### src/common/pad_dma_defines.svh
/*
 * Sizes shared by the mirror-padding DMA engine.
 * DIM_W bounds the matrix width to 62 (even values, 4 and up).
 */
`ifndef PAD_DMA_DEFINES_SVH
`define PAD_DMA_DEFINES_SVH

// Matrix word and byte address
`define PAD_DMA_DATA_W 32
`define PAD_DMA_ADDR_W 32

// Width field and block coordinates
`define PAD_DMA_DIM_W 6

// Signed 1-based centre coordinate, one bit wider than DIM_W
`define PAD_DMA_CTR_W 7

`define PAD_DMA_WIN_N 9   // 3x3 window

`endif

### src/common/pad_dma_pkg.sv
/*
 * Types of the mirror-padding DMA engine.
 * Window words are packed row-major, word 0 at (centre-1, centre-1).
 */
`include "pad_dma_defines.svh"

package pad_dma_pkg;

    typedef logic [`PAD_DMA_DATA_W-1:0] word_t;
    typedef logic [`PAD_DMA_ADDR_W-1:0] addr_t;

    // Matrix width or 0-based output block coordinate
    typedef logic [`PAD_DMA_DIM_W-1:0] dim_t;

    // 1-based source coordinate, signed so a neighbour of row 1 stays ordered
    typedef logic signed [`PAD_DMA_CTR_W-1:0] ctr_t;

    typedef logic [`PAD_DMA_WIN_N*`PAD_DMA_DATA_W-1:0] window_t;

    typedef enum logic [1:0] {
        seq_idle,     // Waiting for start, done high
        seq_fetch,    // Window read in progress
        seq_write,    // Block write in progress
        seq_finish    // Done high, waiting for start to drop
    } seq_state_t;

endpackage

### src/block_writer/block_writer.sv
/*
 * Writes one 2x2 block of the padded output as four single-beat writes, TL TR BL BR.
 * Expects the window of the current centre to stay valid for the whole block.
 */
`include "pad_dma_defines.svh"

module block_writer (
    input  logic                    clk,
    input  logic                    rst_n,
    input  logic                    write_start_i,
    input  pad_dma_pkg::addr_t      dst_base_i,
    input  pad_dma_pkg::dim_t       width_i,
    input  pad_dma_pkg::dim_t       block_row_i,
    input  pad_dma_pkg::dim_t       block_col_i,
    input  pad_dma_pkg::ctr_t       center_row_i,
    input  pad_dma_pkg::ctr_t       center_col_i,
    input  pad_dma_pkg::window_t    window_i,
    input  logic                    awready_i,
    input  logic                    wready_i,
    input  logic                    bvalid_i,
    output pad_dma_pkg::addr_t      awaddr_o,
    output logic                    awvalid_o,
    output pad_dma_pkg::word_t      wdata_o,
    output logic                    wlast_o,
    output logic                    wvalid_o,
    output logic                    bready_o,
    output logic                    write_done_o
);
    logic [1:0]         slot;      // Word in flight, bit 1 row, bit 0 column
    logic [1:0]         sel;       // Word being loaded
    logic               load;
    logic               b_hs;
    pad_dma_pkg::dim_t  out_r;
    pad_dma_pkg::dim_t  out_c;
    pad_dma_pkg::dim_t  src_r;
    pad_dma_pkg::dim_t  src_c;
    pad_dma_pkg::dim_t  edge_hi;
    pad_dma_pkg::ctr_t  rel_r;
    pad_dma_pkg::ctr_t  rel_c;
    pad_dma_pkg::ctr_t  ri;
    pad_dma_pkg::ctr_t  ci;
    logic [3:0]         win_idx;
    pad_dma_pkg::addr_t aw_next;

    assign b_hs = bvalid_i & bready_o;
    assign sel  = write_start_i ? 2'd0 : slot + 2'd1;
    assign load = write_start_i || (b_hs && slot != 2'd3);

    assign out_r   = block_row_i + pad_dma_pkg::dim_t'(sel[1]);
    assign out_c   = block_col_i + pad_dma_pkg::dim_t'(sel[0]);
    assign edge_hi = width_i + 1'b1;   // Last padded index

    // Mirror rule on the 1-based source grid
    always_comb begin
        src_r = out_r;
        src_c = out_c;
        if (out_r == '0) src_r = 6'd2;
        else if (out_r == edge_hi) src_r = width_i - 1'b1;
        if (out_c == '0) src_c = 6'd2;
        else if (out_c == edge_hi) src_c = width_i - 1'b1;
    end

    assign rel_r   = pad_dma_pkg::ctr_t'({1'b0, src_r}) - center_row_i;
    assign rel_c   = pad_dma_pkg::ctr_t'({1'b0, src_c}) - center_col_i;
    assign ri      = rel_r + pad_dma_pkg::ctr_t'(1);
    assign ci      = rel_c + pad_dma_pkg::ctr_t'(1);
    assign win_idx = 4'd3 * {2'b00, ri[1:0]} + {2'b00, ci[1:0]};

    assign aw_next = dst_base_i + ((pad_dma_pkg::addr_t'(out_r)
                     * (pad_dma_pkg::addr_t'(width_i) + 2)
                     + pad_dma_pkg::addr_t'(out_c)) << 2);

    always_ff @(posedge clk) begin
        if (!rst_n) begin
            slot         <= '0;
            awvalid_o    <= 1'b0;
            wvalid_o     <= 1'b0;
            wlast_o      <= 1'b0;
            bready_o     <= 1'b0;
            write_done_o <= 1'b0;
        end else begin
            write_done_o <= 1'b0;
            if (load) begin
                slot      <= sel;
                awvalid_o <= 1'b1;
            end
            if (awvalid_o && awready_i) begin
                awvalid_o <= 1'b0;
                wvalid_o  <= 1'b1;
                wlast_o   <= 1'b1;   // Every burst is one beat
                bready_o  <= 1'b1;
            end
            if (wvalid_o && wready_i) begin
                wvalid_o <= 1'b0;
                wlast_o  <= 1'b0;
            end
            if (b_hs) begin
                bready_o <= 1'b0;
                if (slot == 2'd3) write_done_o <= 1'b1;
            end
        end
    end

    // Data is picked with the address, W just replays it after AW
    always_ff @(posedge clk) begin
        if (load) begin
            awaddr_o <= aw_next;
            wdata_o  <= window_i[win_idx*`PAD_DMA_DATA_W +: `PAD_DMA_DATA_W];
        end
    end

    a_aw_w_apart: assert property (@(posedge clk) disable iff (!rst_n)
        !(awvalid_o && wvalid_o));

    // Sequencer centre placement keeps every mirrored source inside the window
    a_offset_range: assert property (@(posedge clk) disable iff (!rst_n)
        load |-> (rel_r >= -1 && rel_r <= 1 && rel_c >= -1 && rel_c <= 1));

endmodule

### src/verilog/block_sequencer.sv
/*
 * Walks the padded output in 2x2 blocks, row-major, fetch then write.
 * Configuration is latched on start; width must be even and at least 4.
 */
`include "pad_dma_defines.svh"

module block_sequencer (
    input  logic                clk,
    input  logic                rst_n,
    input  pad_dma_pkg::addr_t  src_addr_i,
    input  pad_dma_pkg::addr_t  dst_addr_i,
    input  pad_dma_pkg::dim_t   mat_width_i,
    input  logic                start_i,
    input  logic                fetch_done_i,
    input  logic                write_done_i,
    output logic                done_o,
    output logic                fetch_start_o,
    output logic                write_start_o,
    output pad_dma_pkg::addr_t  src_base_o,
    output pad_dma_pkg::addr_t  dst_base_o,
    output pad_dma_pkg::dim_t   width_o,
    output pad_dma_pkg::dim_t   block_row_o,
    output pad_dma_pkg::dim_t   block_col_o,
    output pad_dma_pkg::ctr_t   center_row_o,
    output pad_dma_pkg::ctr_t   center_col_o
);
    pad_dma_pkg::seq_state_t        state;
    logic [`PAD_DMA_DIM_W:0]        bcol_step;   // One bit extra, block 62 + 2 overflows
    logic [`PAD_DMA_DIM_W:0]        brow_step;
    logic [`PAD_DMA_CTR_W:0]        ccol_step;
    logic [`PAD_DMA_CTR_W:0]        crow_step;
    logic [`PAD_DMA_CTR_W:0]        width_ext;
    pad_dma_pkg::ctr_t              width_ctr;

    assign bcol_step = {1'b0, block_col_o} + 2'd2;
    assign brow_step = {1'b0, block_row_o} + 2'd2;
    assign ccol_step = {1'b0, center_col_o} + 2'd2;
    assign crow_step = {1'b0, center_row_o} + 2'd2;
    assign width_ext = {2'b00, width_o};
    assign width_ctr = pad_dma_pkg::ctr_t'({1'b0, width_o});

    always_ff @(posedge clk) begin
        if (!rst_n) begin
            state         <= pad_dma_pkg::seq_idle;
            done_o        <= 1'b1;
            fetch_start_o <= 1'b0;
            write_start_o <= 1'b0;
        end else begin
            fetch_start_o <= 1'b0;
            write_start_o <= 1'b0;
            case (state)
                pad_dma_pkg::seq_idle: begin
                    if (start_i) begin
                        done_o        <= 1'b0;
                        fetch_start_o <= 1'b1;
                        state         <= pad_dma_pkg::seq_fetch;
                    end
                end
                pad_dma_pkg::seq_fetch: begin
                    if (fetch_done_i) begin
                        write_start_o <= 1'b1;
                        state         <= pad_dma_pkg::seq_write;
                    end
                end
                pad_dma_pkg::seq_write: begin
                    if (write_done_i) begin
                        // Last block column is col = width, padded output is width+2 wide
                        if (bcol_step <= {1'b0, width_o}) begin
                            fetch_start_o <= 1'b1;
                            state         <= pad_dma_pkg::seq_fetch;
                        end else if (brow_step > {1'b0, width_o}) begin
                            done_o <= 1'b1;
                            state  <= pad_dma_pkg::seq_finish;
                        end else begin
                            fetch_start_o <= 1'b1;
                            state         <= pad_dma_pkg::seq_fetch;
                        end
                    end
                end
                default: begin
                    if (!start_i) begin
                        state <= pad_dma_pkg::seq_idle;
                    end
                end
            endcase
        end
    end

    // Block and centre stepping, centres clamped to the last source row/column
    always_ff @(posedge clk) begin
        if (state == pad_dma_pkg::seq_idle && start_i) begin
            src_base_o   <= src_addr_i;
            dst_base_o   <= dst_addr_i;
            width_o      <= mat_width_i;
            block_row_o  <= '0;
            block_col_o  <= '0;
            center_row_o <= pad_dma_pkg::ctr_t'(1);
            center_col_o <= pad_dma_pkg::ctr_t'(1);
        end else if (state == pad_dma_pkg::seq_write && write_done_i) begin
            if (bcol_step <= {1'b0, width_o}) begin
                block_col_o  <= bcol_step[`PAD_DMA_DIM_W-1:0];
                center_col_o <= (ccol_step > width_ext) ? width_ctr
                                : pad_dma_pkg::ctr_t'(ccol_step[`PAD_DMA_CTR_W-1:0]);
            end else begin
                block_col_o  <= '0;
                center_col_o <= pad_dma_pkg::ctr_t'(1);
                block_row_o  <= brow_step[`PAD_DMA_DIM_W-1:0];
                center_row_o <= (crow_step > width_ext) ? width_ctr
                                : pad_dma_pkg::ctr_t'(crow_step[`PAD_DMA_CTR_W-1:0]);
            end
        end
    end

    // Mirror rule reads source index 2 and width-1, odd or tiny widths break it
    a_start_width: assert property (@(posedge clk) disable iff (!rst_n)
        (state == pad_dma_pkg::seq_idle && start_i)
        |-> (mat_width_i >= 4 && !mat_width_i[0]));

endmodule

### src/verilog/pad_dma_top.sv
/*
 * Mirror-padding DMA engine, single-beat 4-byte AXI reads and writes only.
 * Only one read or one write is ever outstanding on the bus.
 */
module pad_dma_top (
    input  logic                clk,
    input  logic                rst_n,
    input  pad_dma_pkg::addr_t  src_addr_i,
    input  pad_dma_pkg::addr_t  dst_addr_i,
    input  pad_dma_pkg::dim_t   mat_width_i,
    input  logic                start_i,
    output logic                done_o,
    output pad_dma_pkg::addr_t  araddr_o,
    output logic                arvalid_o,
    input  logic                arready_i,
    input  pad_dma_pkg::word_t  rdata_i,
    input  logic                rvalid_i,
    output logic                rready_o,
    output pad_dma_pkg::addr_t  awaddr_o,
    output logic                awvalid_o,
    input  logic                awready_i,
    output pad_dma_pkg::word_t  wdata_o,
    output logic                wlast_o,
    output logic                wvalid_o,
    input  logic                wready_i,
    input  logic                bvalid_i,
    output logic                bready_o
);
    logic                   fetch_start;
    logic                   fetch_done;
    logic                   write_start;
    logic                   write_done;
    pad_dma_pkg::addr_t     src_base;
    pad_dma_pkg::addr_t     dst_base;
    pad_dma_pkg::dim_t      width;
    pad_dma_pkg::dim_t      block_row;
    pad_dma_pkg::dim_t      block_col;
    pad_dma_pkg::ctr_t      center_row;
    pad_dma_pkg::ctr_t      center_col;
    pad_dma_pkg::window_t   window;

    block_sequencer u_seq (
        .clk(clk), .rst_n(rst_n),
        .src_addr_i(src_addr_i), .dst_addr_i(dst_addr_i),
        .mat_width_i(mat_width_i), .start_i(start_i),
        .fetch_done_i(fetch_done), .write_done_i(write_done),
        .done_o(done_o),
        .fetch_start_o(fetch_start), .write_start_o(write_start),
        .src_base_o(src_base), .dst_base_o(dst_base), .width_o(width),
        .block_row_o(block_row), .block_col_o(block_col),
        .center_row_o(center_row), .center_col_o(center_col)
    );

    window_fetch u_fetch (
        .clk(clk), .rst_n(rst_n),
        .fetch_start_i(fetch_start), .src_base_i(src_base), .width_i(width),
        .center_row_i(center_row), .center_col_i(center_col),
        .arready_i(arready_i), .rdata_i(rdata_i), .rvalid_i(rvalid_i),
        .araddr_o(araddr_o), .arvalid_o(arvalid_o), .rready_o(rready_o),
        .window_o(window), .fetch_done_o(fetch_done)
    );

    block_writer u_writer (
        .clk(clk), .rst_n(rst_n),
        .write_start_i(write_start), .dst_base_i(dst_base), .width_i(width),
        .block_row_i(block_row), .block_col_i(block_col),
        .center_row_i(center_row), .center_col_i(center_col),
        .window_i(window),
        .awready_i(awready_i), .wready_i(wready_i), .bvalid_i(bvalid_i),
        .awaddr_o(awaddr_o), .awvalid_o(awvalid_o),
        .wdata_o(wdata_o), .wlast_o(wlast_o), .wvalid_o(wvalid_o),
        .bready_o(bready_o), .write_done_o(write_done)
    );

endmodule

### src/window_fetch/window_fetch.sv
/*
 * Reads the 3x3 source window around a centre with one single-beat read at a time.
 * Coordinates outside the source are clamped to 1..width before addressing.
 */
`include "pad_dma_defines.svh"

module window_fetch (
    input  logic                    clk,
    input  logic                    rst_n,
    input  logic                    fetch_start_i,
    input  pad_dma_pkg::addr_t      src_base_i,
    input  pad_dma_pkg::dim_t       width_i,
    input  pad_dma_pkg::ctr_t       center_row_i,
    input  pad_dma_pkg::ctr_t       center_col_i,
    input  logic                    arready_i,
    input  pad_dma_pkg::word_t      rdata_i,
    input  logic                    rvalid_i,
    output pad_dma_pkg::addr_t      araddr_o,
    output logic                    arvalid_o,
    output logic                    rready_o,
    output pad_dma_pkg::window_t    window_o,
    output logic                    fetch_done_o
);
    localparam logic [3:0] last_word = 4'(`PAD_DMA_WIN_N - 1);

    logic [3:0]         cnt;       // Word in flight
    logic [3:0]         idx;       // Word whose address gets loaded
    logic [3:0]         col_rem;
    logic [1:0]         off_r;
    logic [1:0]         off_c;
    pad_dma_pkg::ctr_t  tgt_r;
    pad_dma_pkg::ctr_t  tgt_c;
    pad_dma_pkg::ctr_t  cl_r;
    pad_dma_pkg::ctr_t  cl_c;
    pad_dma_pkg::ctr_t  width_s;
    pad_dma_pkg::dim_t  row_z;
    pad_dma_pkg::dim_t  col_z;
    pad_dma_pkg::addr_t ar_next;
    logic               ar_hs;
    logic               r_hs;
    logic               fetch_busy;   // Between a start and its done pulse

    assign ar_hs = arvalid_o & arready_i;
    assign r_hs  = rvalid_i & rready_o;
    assign idx   = fetch_start_i ? 4'd0 : cnt + 4'd1;

    // Row and column offset inside the window
    assign off_r   = (idx >= 4'd6) ? 2'd2 : (idx >= 4'd3) ? 2'd1 : 2'd0;
    assign col_rem = idx - 4'd3 * {2'b00, off_r};
    assign off_c   = col_rem[1:0];

    assign width_s = pad_dma_pkg::ctr_t'({1'b0, width_i});
    assign tgt_r   = center_row_i - pad_dma_pkg::ctr_t'(1) + pad_dma_pkg::ctr_t'(off_r);
    assign tgt_c   = center_col_i - pad_dma_pkg::ctr_t'(1) + pad_dma_pkg::ctr_t'(off_c);

    always_comb begin
        cl_r = tgt_r;
        cl_c = tgt_c;
        if (tgt_r < pad_dma_pkg::ctr_t'(1)) cl_r = pad_dma_pkg::ctr_t'(1);
        else if (tgt_r > width_s) cl_r = width_s;
        if (tgt_c < pad_dma_pkg::ctr_t'(1)) cl_c = pad_dma_pkg::ctr_t'(1);
        else if (tgt_c > width_s) cl_c = width_s;
    end

    assign row_z   = cl_r[`PAD_DMA_DIM_W-1:0] - 1'b1;   // 0-based
    assign col_z   = cl_c[`PAD_DMA_DIM_W-1:0] - 1'b1;
    assign ar_next = src_base_i + ((pad_dma_pkg::addr_t'(row_z) * pad_dma_pkg::addr_t'(width_i)
                     + pad_dma_pkg::addr_t'(col_z)) << 2);

    always_ff @(posedge clk) begin
        if (!rst_n) begin
            cnt          <= '0;
            arvalid_o    <= 1'b0;
            rready_o     <= 1'b0;
            fetch_done_o <= 1'b0;
        end else begin
            fetch_done_o <= 1'b0;
            if (fetch_start_i) begin
                cnt       <= '0;
                arvalid_o <= 1'b1;
                rready_o  <= 1'b1;   // Held for the whole window
            end else begin
                if (ar_hs) begin
                    arvalid_o <= 1'b0;
                end
                if (r_hs) begin
                    if (cnt == last_word) begin
                        rready_o     <= 1'b0;
                        fetch_done_o <= 1'b1;
                    end else begin
                        cnt       <= cnt + 4'd1;
                        arvalid_o <= 1'b1;
                    end
                end
            end
        end
    end

    always_ff @(posedge clk) begin
        if (fetch_start_i || (r_hs && cnt != last_word)) begin
            araddr_o <= ar_next;
        end
        if (r_hs) begin
            window_o[cnt*`PAD_DMA_DATA_W +: `PAD_DMA_DATA_W] <= rdata_i;
        end
    end

    always_ff @(posedge clk) begin
        if (!rst_n) begin
            fetch_busy <= 1'b0;
        end else if (fetch_start_i) begin
            fetch_busy <= 1'b1;
        end else if (fetch_done_o) begin
            fetch_busy <= 1'b0;
        end
    end

    a_ar_hold: assert property (@(posedge clk) disable iff (!rst_n)
        (arvalid_o && !arready_i) |=> (arvalid_o && $stable(araddr_o)));

    // Each done pulse closes exactly one started window
    a_done_after_start: assert property (@(posedge clk) disable iff (!rst_n)
        fetch_done_o |-> fetch_busy);

endmodule
### config.mk
export PLATFORM = sky130hd
export DESIGN_NAME = pad_dma_top
export DESIGN_NICKNAME = d
export VERILOG_FILES = /design/src/common/pad_dma_pkg.sv /design/src/block_writer/block_writer.sv /design/src/verilog/block_sequencer.sv /design/src/verilog/pad_dma_top.sv /design/src/window_fetch/window_fetch.sv
export VERILOG_INCLUDE_DIRS = /design/src /design/src/common
export SDC_FILE = /design/constraint.sdc
export NUM_CORES = 1
export LEC_CHECK = 0
export BUFFER_PORTS_ARGS = -buffer_cell sky130_fd_sc_hd__buf_4
export CELL_PAD_IN_SITES_DETAIL_PLACEMENT = 0
export CELL_PAD_IN_SITES_GLOBAL_PLACEMENT = 1
export CORE_ASPECT_RATIO = 0.7
export CORE_UTILIZATION = 45
export CTS_BUF_LIST = sky130_fd_sc_hd__clkbuf_16
export DETAILED_ROUTE_END_ITERATION = 10
export HOLD_SLACK_MARGIN = 0.08
export PLACE_DENSITY = 0.84
export SYNTH_ARGS = -nofsm -noshare
export SYNTH_HDL_FRONTEND = slang
export SYNTH_SLANG_ARGS = --single-unit
### constraint.sdc
create_clock -name clk -period 27.8 [get_ports clk]
set_input_delay 4.17 -clock clk [delete_from_list [all_inputs] [get_ports clk]]
set_output_delay 4.17 -clock clk [all_outputs]
set_load 0.01 [all_outputs]
==> results.rst <==
.. list-table::
   :header-rows: 1

   * - Metric
     - Value
   * - Run status
     - completed
   * - First drt pass iteration count
     - 5
   * - Number of synthesized register bits
     - 496
   * - Row count
     - 74
   * - Smallest setup slack after layout
     - 15740 ps
   * - Core Box Area
     - 0.05898 mm^2
   * - Top Layer Used
     - met5
   * - Clock transition time at the flip-flop clock pins of the worst setup and hold paths
     - 60 ps
   * - Latest clock arrival within the worst-skew pair
     - 610 ps
   * - Relative slew slack
     - 23.21%
   * - Tightest Hold Check Type
     - reg -> reg
   * - Cts-stage hold buffer count
     - 0
   * - Global-route wire length before repair
     - 102600 um
   * - Number of buffers added on ports
     - 212
   * - Worst-path fanout max
     - 12
   * - Prevailing post-synth register cell
     - sky130_fd_sc_hd__edfxtp_1
   * - Number of instances in the synthesized netlist
     - 2146
   * - Max Cap Violations
     - 0
   * - Peak VDD IR
     - 0.00004571 V
   * - Critical path type
     - reg -> reg
   * - Met1 WL
     - 28800 um
   * - Post-Synthesis Cell Area
     - 0.02717 mm^2
   * - Buffers inserted during post-CTS setup optimization
     - 0
   * - Mean number of vias per cell
     - 5.452
   * - Post-DP HPWL
     - 41970 um
   * - Starting density of the core
     - 46.07%
   * - Highest cell delay on the worst timing path
     - 740 ps
   * - Sum of met2 wire segment lengths after detailed routing
     - 30090 um
   * - P_leak
     - 12.35 nW
   * - Share of the clock period used by the worst path
     - 43.38%
   * - Critical path launch point type
     - register
   * - Endpoint required time on the critical path
     - 28150 ps
   * - Final routed DRC violation total
     - 0
   * - Max-slew violation count
     - 0
   * - Post-Synthesis Net Count
     - 2470
   * - I/O pin count
     - 213
   * - Number of global-route vias before repair
     - 17920
   * - NumNets Final
     - 2681
   * - DRC marker count from the first detailed-route iteration
     - 1216
   * - Synth top cells by count
     - sky130_fd_sc_hd__edfxtp_1, sky130_fd_sc_hd__and2_1, sky130_fd_sc_hd__ha_1
   * - Arrival time at the worst endpoint
     - 12410 ps
   * - Area share of the leading cell type in the synthesized netlist
     - 50.18%
   * - Most used standard cell by instance count after synthesis
     - sky130_fd_sc_hd__edfxtp_1
   * - Max clock buf depth
     - 3
   * - Worst Tran Pin Value
     - 1152 ps
   * - Final clock skew
     - 43.41 ps
   * - Final core utilization
     - 53.13%
   * - Number of warning messages in the yosys log
     - 0
   * - Async SR Flop Fraction
     - 0%
   * - WL/cell
     - 20.69 um
   * - Total vias in the final route
     - 17380
   * - Total power per unit cell area
     - 53.33 mW/mm^2
   * - Vertical extent of the die
     - 207.6 um
   * - Cell accounting for the most synthesized area
     - sky130_fd_sc_hd__edfxtp_1
   * - Routability-driven placement congestion ratio
     - 0.8599
   * - Number of antenna-violating nets in the routed design
     - 0
   * - Largest net degree at the start of global routing
     - 66
   * - Die footprint
     - 0.06138 mm^2
   * - Buffer cell driving the clock tree root
     - sky130_fd_sc_hd__clkbuf_16
   * - Proportion of layout cells with a drive suffix above 1
     - 17.78%
   * - Die boundary width
     - 295.7 um
   * - Post-layout min period
     - 12060 ps
   * - Cell with the largest stage delay on the worst path
     - sky130_fd_sc_hd__o21ai_1
   * - Num CTS Buffers
     - 48
   * - Pre-CTS setup slack
     - 15900 ps
   * - Most frequent cell on the critical path
     - sky130_fd_sc_hd__ha_1
   * - H-tree depth
     - 2
   * - CTS-repair resized insts
     - 0
   * - Final setup TNS
     - 0 ps
   * - # diodes
     - 0
   * - Final setup violation count
     - 0
   * - Overall routing resource usage
     - 21.76%
   * - F_max
     - 82.92 MHz
   * - Synth area leaders
     - sky130_fd_sc_hd__edfxtp_1, sky130_fd_sc_hd__ha_1, sky130_fd_sc_hd__and2_1, sky130_fd_sc_hd__mux4_2, sky130_fd_sc_hd__fa_1
   * - GRT overflow
     - 0
   * - Mean post-synth cell area
     - 12.66 um^2
   * - Aggregate routed wire length
     - 65960 um
   * - Number of enable-type register cells in the synthesized netlist
     - 454
   * - Metal3 WL
     - 5582 um
   * - Sequential cell area fraction in the yosys report
     - 53.27%
   * - Number of filler instances in the final layout
     - 4977
   * - Final Hold Violating Endpoints
     - 0
   * - Critical Path Sink Type
     - register
   * - RSZ-0062 raised after global routing
     - false
   * - Layout Area Growth over Synthesis
     - 15.33%
   * - Initial antenna violation count
     - 4
   * - TritonCTS sink count
     - 496
   * - Clock tree from TritonCTS
     - yes
   * - Synth cell types
     - 76
flip-flops by register name, summed over array words and instances, names as in the netlist, 4 cells and up:
name,flops
u_writer.wdata_o,32
u_seq.width_o,6
u_seq.src_base_o,32
u_seq.center_col_o,7
u_seq.block_row_o,5
u_writer.awaddr_o,32
u_seq.block_col_o,5
u_seq.center_row_o,7
u_fetch.araddr_o,32
u_fetch.cnt,4
u_fetch.window_o,288
u_seq.dst_base_o,32
area by class of cell:
cell class / count / area, um^2 / share of cell area (%)
flip-flops and latches: 496 / 14470 / 46.19
multi-input cells: 1461 / 12060 / 38.50
repair buffers: 242 / 1817 / 5.798
clock buffers: 48 / 1201 / 3.833
well taps: 798 / 998.5 / 3.187
inverters: 108 / 406.6 / 1.298
clock inverters: 35 / 372.9 / 1.190
worst paths after layout:
check,cells past startpoint,slack [ps],to,startpoint
worst max-delay path,44,15740,u_fetch.araddr_o[25]$_DFFE_PP_,u_fetch.cnt[0]$_SDFFE_PP0P_
worst min-delay path,0,420,u_fetch.araddr_o[0]$_DFFE_PP_,u_seq.src_base_o[0]$_DFFE_PP_
worst max register to register,44,15740,u_fetch.araddr_o[25]$_DFFE_PP_,u_fetch.cnt[0]$_SDFFE_PP0P_
worst min register to register,0,420,u_fetch.araddr_o[0]$_DFFE_PP_,u_seq.src_base_o[0]$_DFFE_PP_
logic make-up (layout without fill, tap and decap cells):
family / Yosys count / in the layout / share of synthesized area, %
muxes: 122 / 122 / 7.460
other: 1 / 1 / 0.01380
adders and majority gates: 214 / 214 / 11.18
buffers and inverters: 189 / 433 / 2.722
xor gates and xnor gates: 140 / 140 / 4.541
DFF: 496 / 496 / 53.27
and+or+nand+nor: 740 / 740 / 14.94
AOI/OAI and AO/OA: 244 / 244 / 5.872
cell usage in the layout, fill, tap and decap left out, drive strengths merged, types with 64 or more instances in the layout:
| cell | count |
|---|---|
| mux4 | 64 |
| and2 | 311 |
| inv | 114 |
| nand2 | 126 |
| xnor2 | 90 |
| nor2 | 97 |
| buf | 242 |
| edfxtp | 454 |
| ha | 166 |
| a21oi | 67 |
critical path, delay by kind of cell, from the launching register on:
kind	cells	cell delay, ps
DFF	1	620
and+or+nand+nor	11	2090
adders and majority gates	12	4740
xor gates and xnor gates	3	630
AOI/OAI and AO/OA	12	3320
buffers and inverters	6	400
report_power, final:
part	switching, mW	internal (mW)
Combinational	0.0981	0.0706
Clock	0.292	0.372
Sequential	0.00871	0.829
Total	0.399	1.27
metal layers:
metal	GRT usage, %	vias to the layer above
met1	29.96	8546
met3	5.203	110
li1	-	8139
met2	34.60	579
met5	0	-
met4	5.378	8
metrics by stage:
stage / total power, mW / instances / area, um^2 / hold WS, ps
floorplan: 0.9567 / 2146 / 27170 / 400.3
global placement: 1.019 / 3105 / 29750 / 400.2
detailed placement: 1.023 / 3105 / 29760 / 405.2
CTS: 1.687 / 3188 / 31330 / 418.9
global route: 1.731 / 3188 / 31330 / 432.2
finish: 1.671 / 3188 / 31330 / 418.8
No activity file was read; power rests on OpenSTA's default activity.
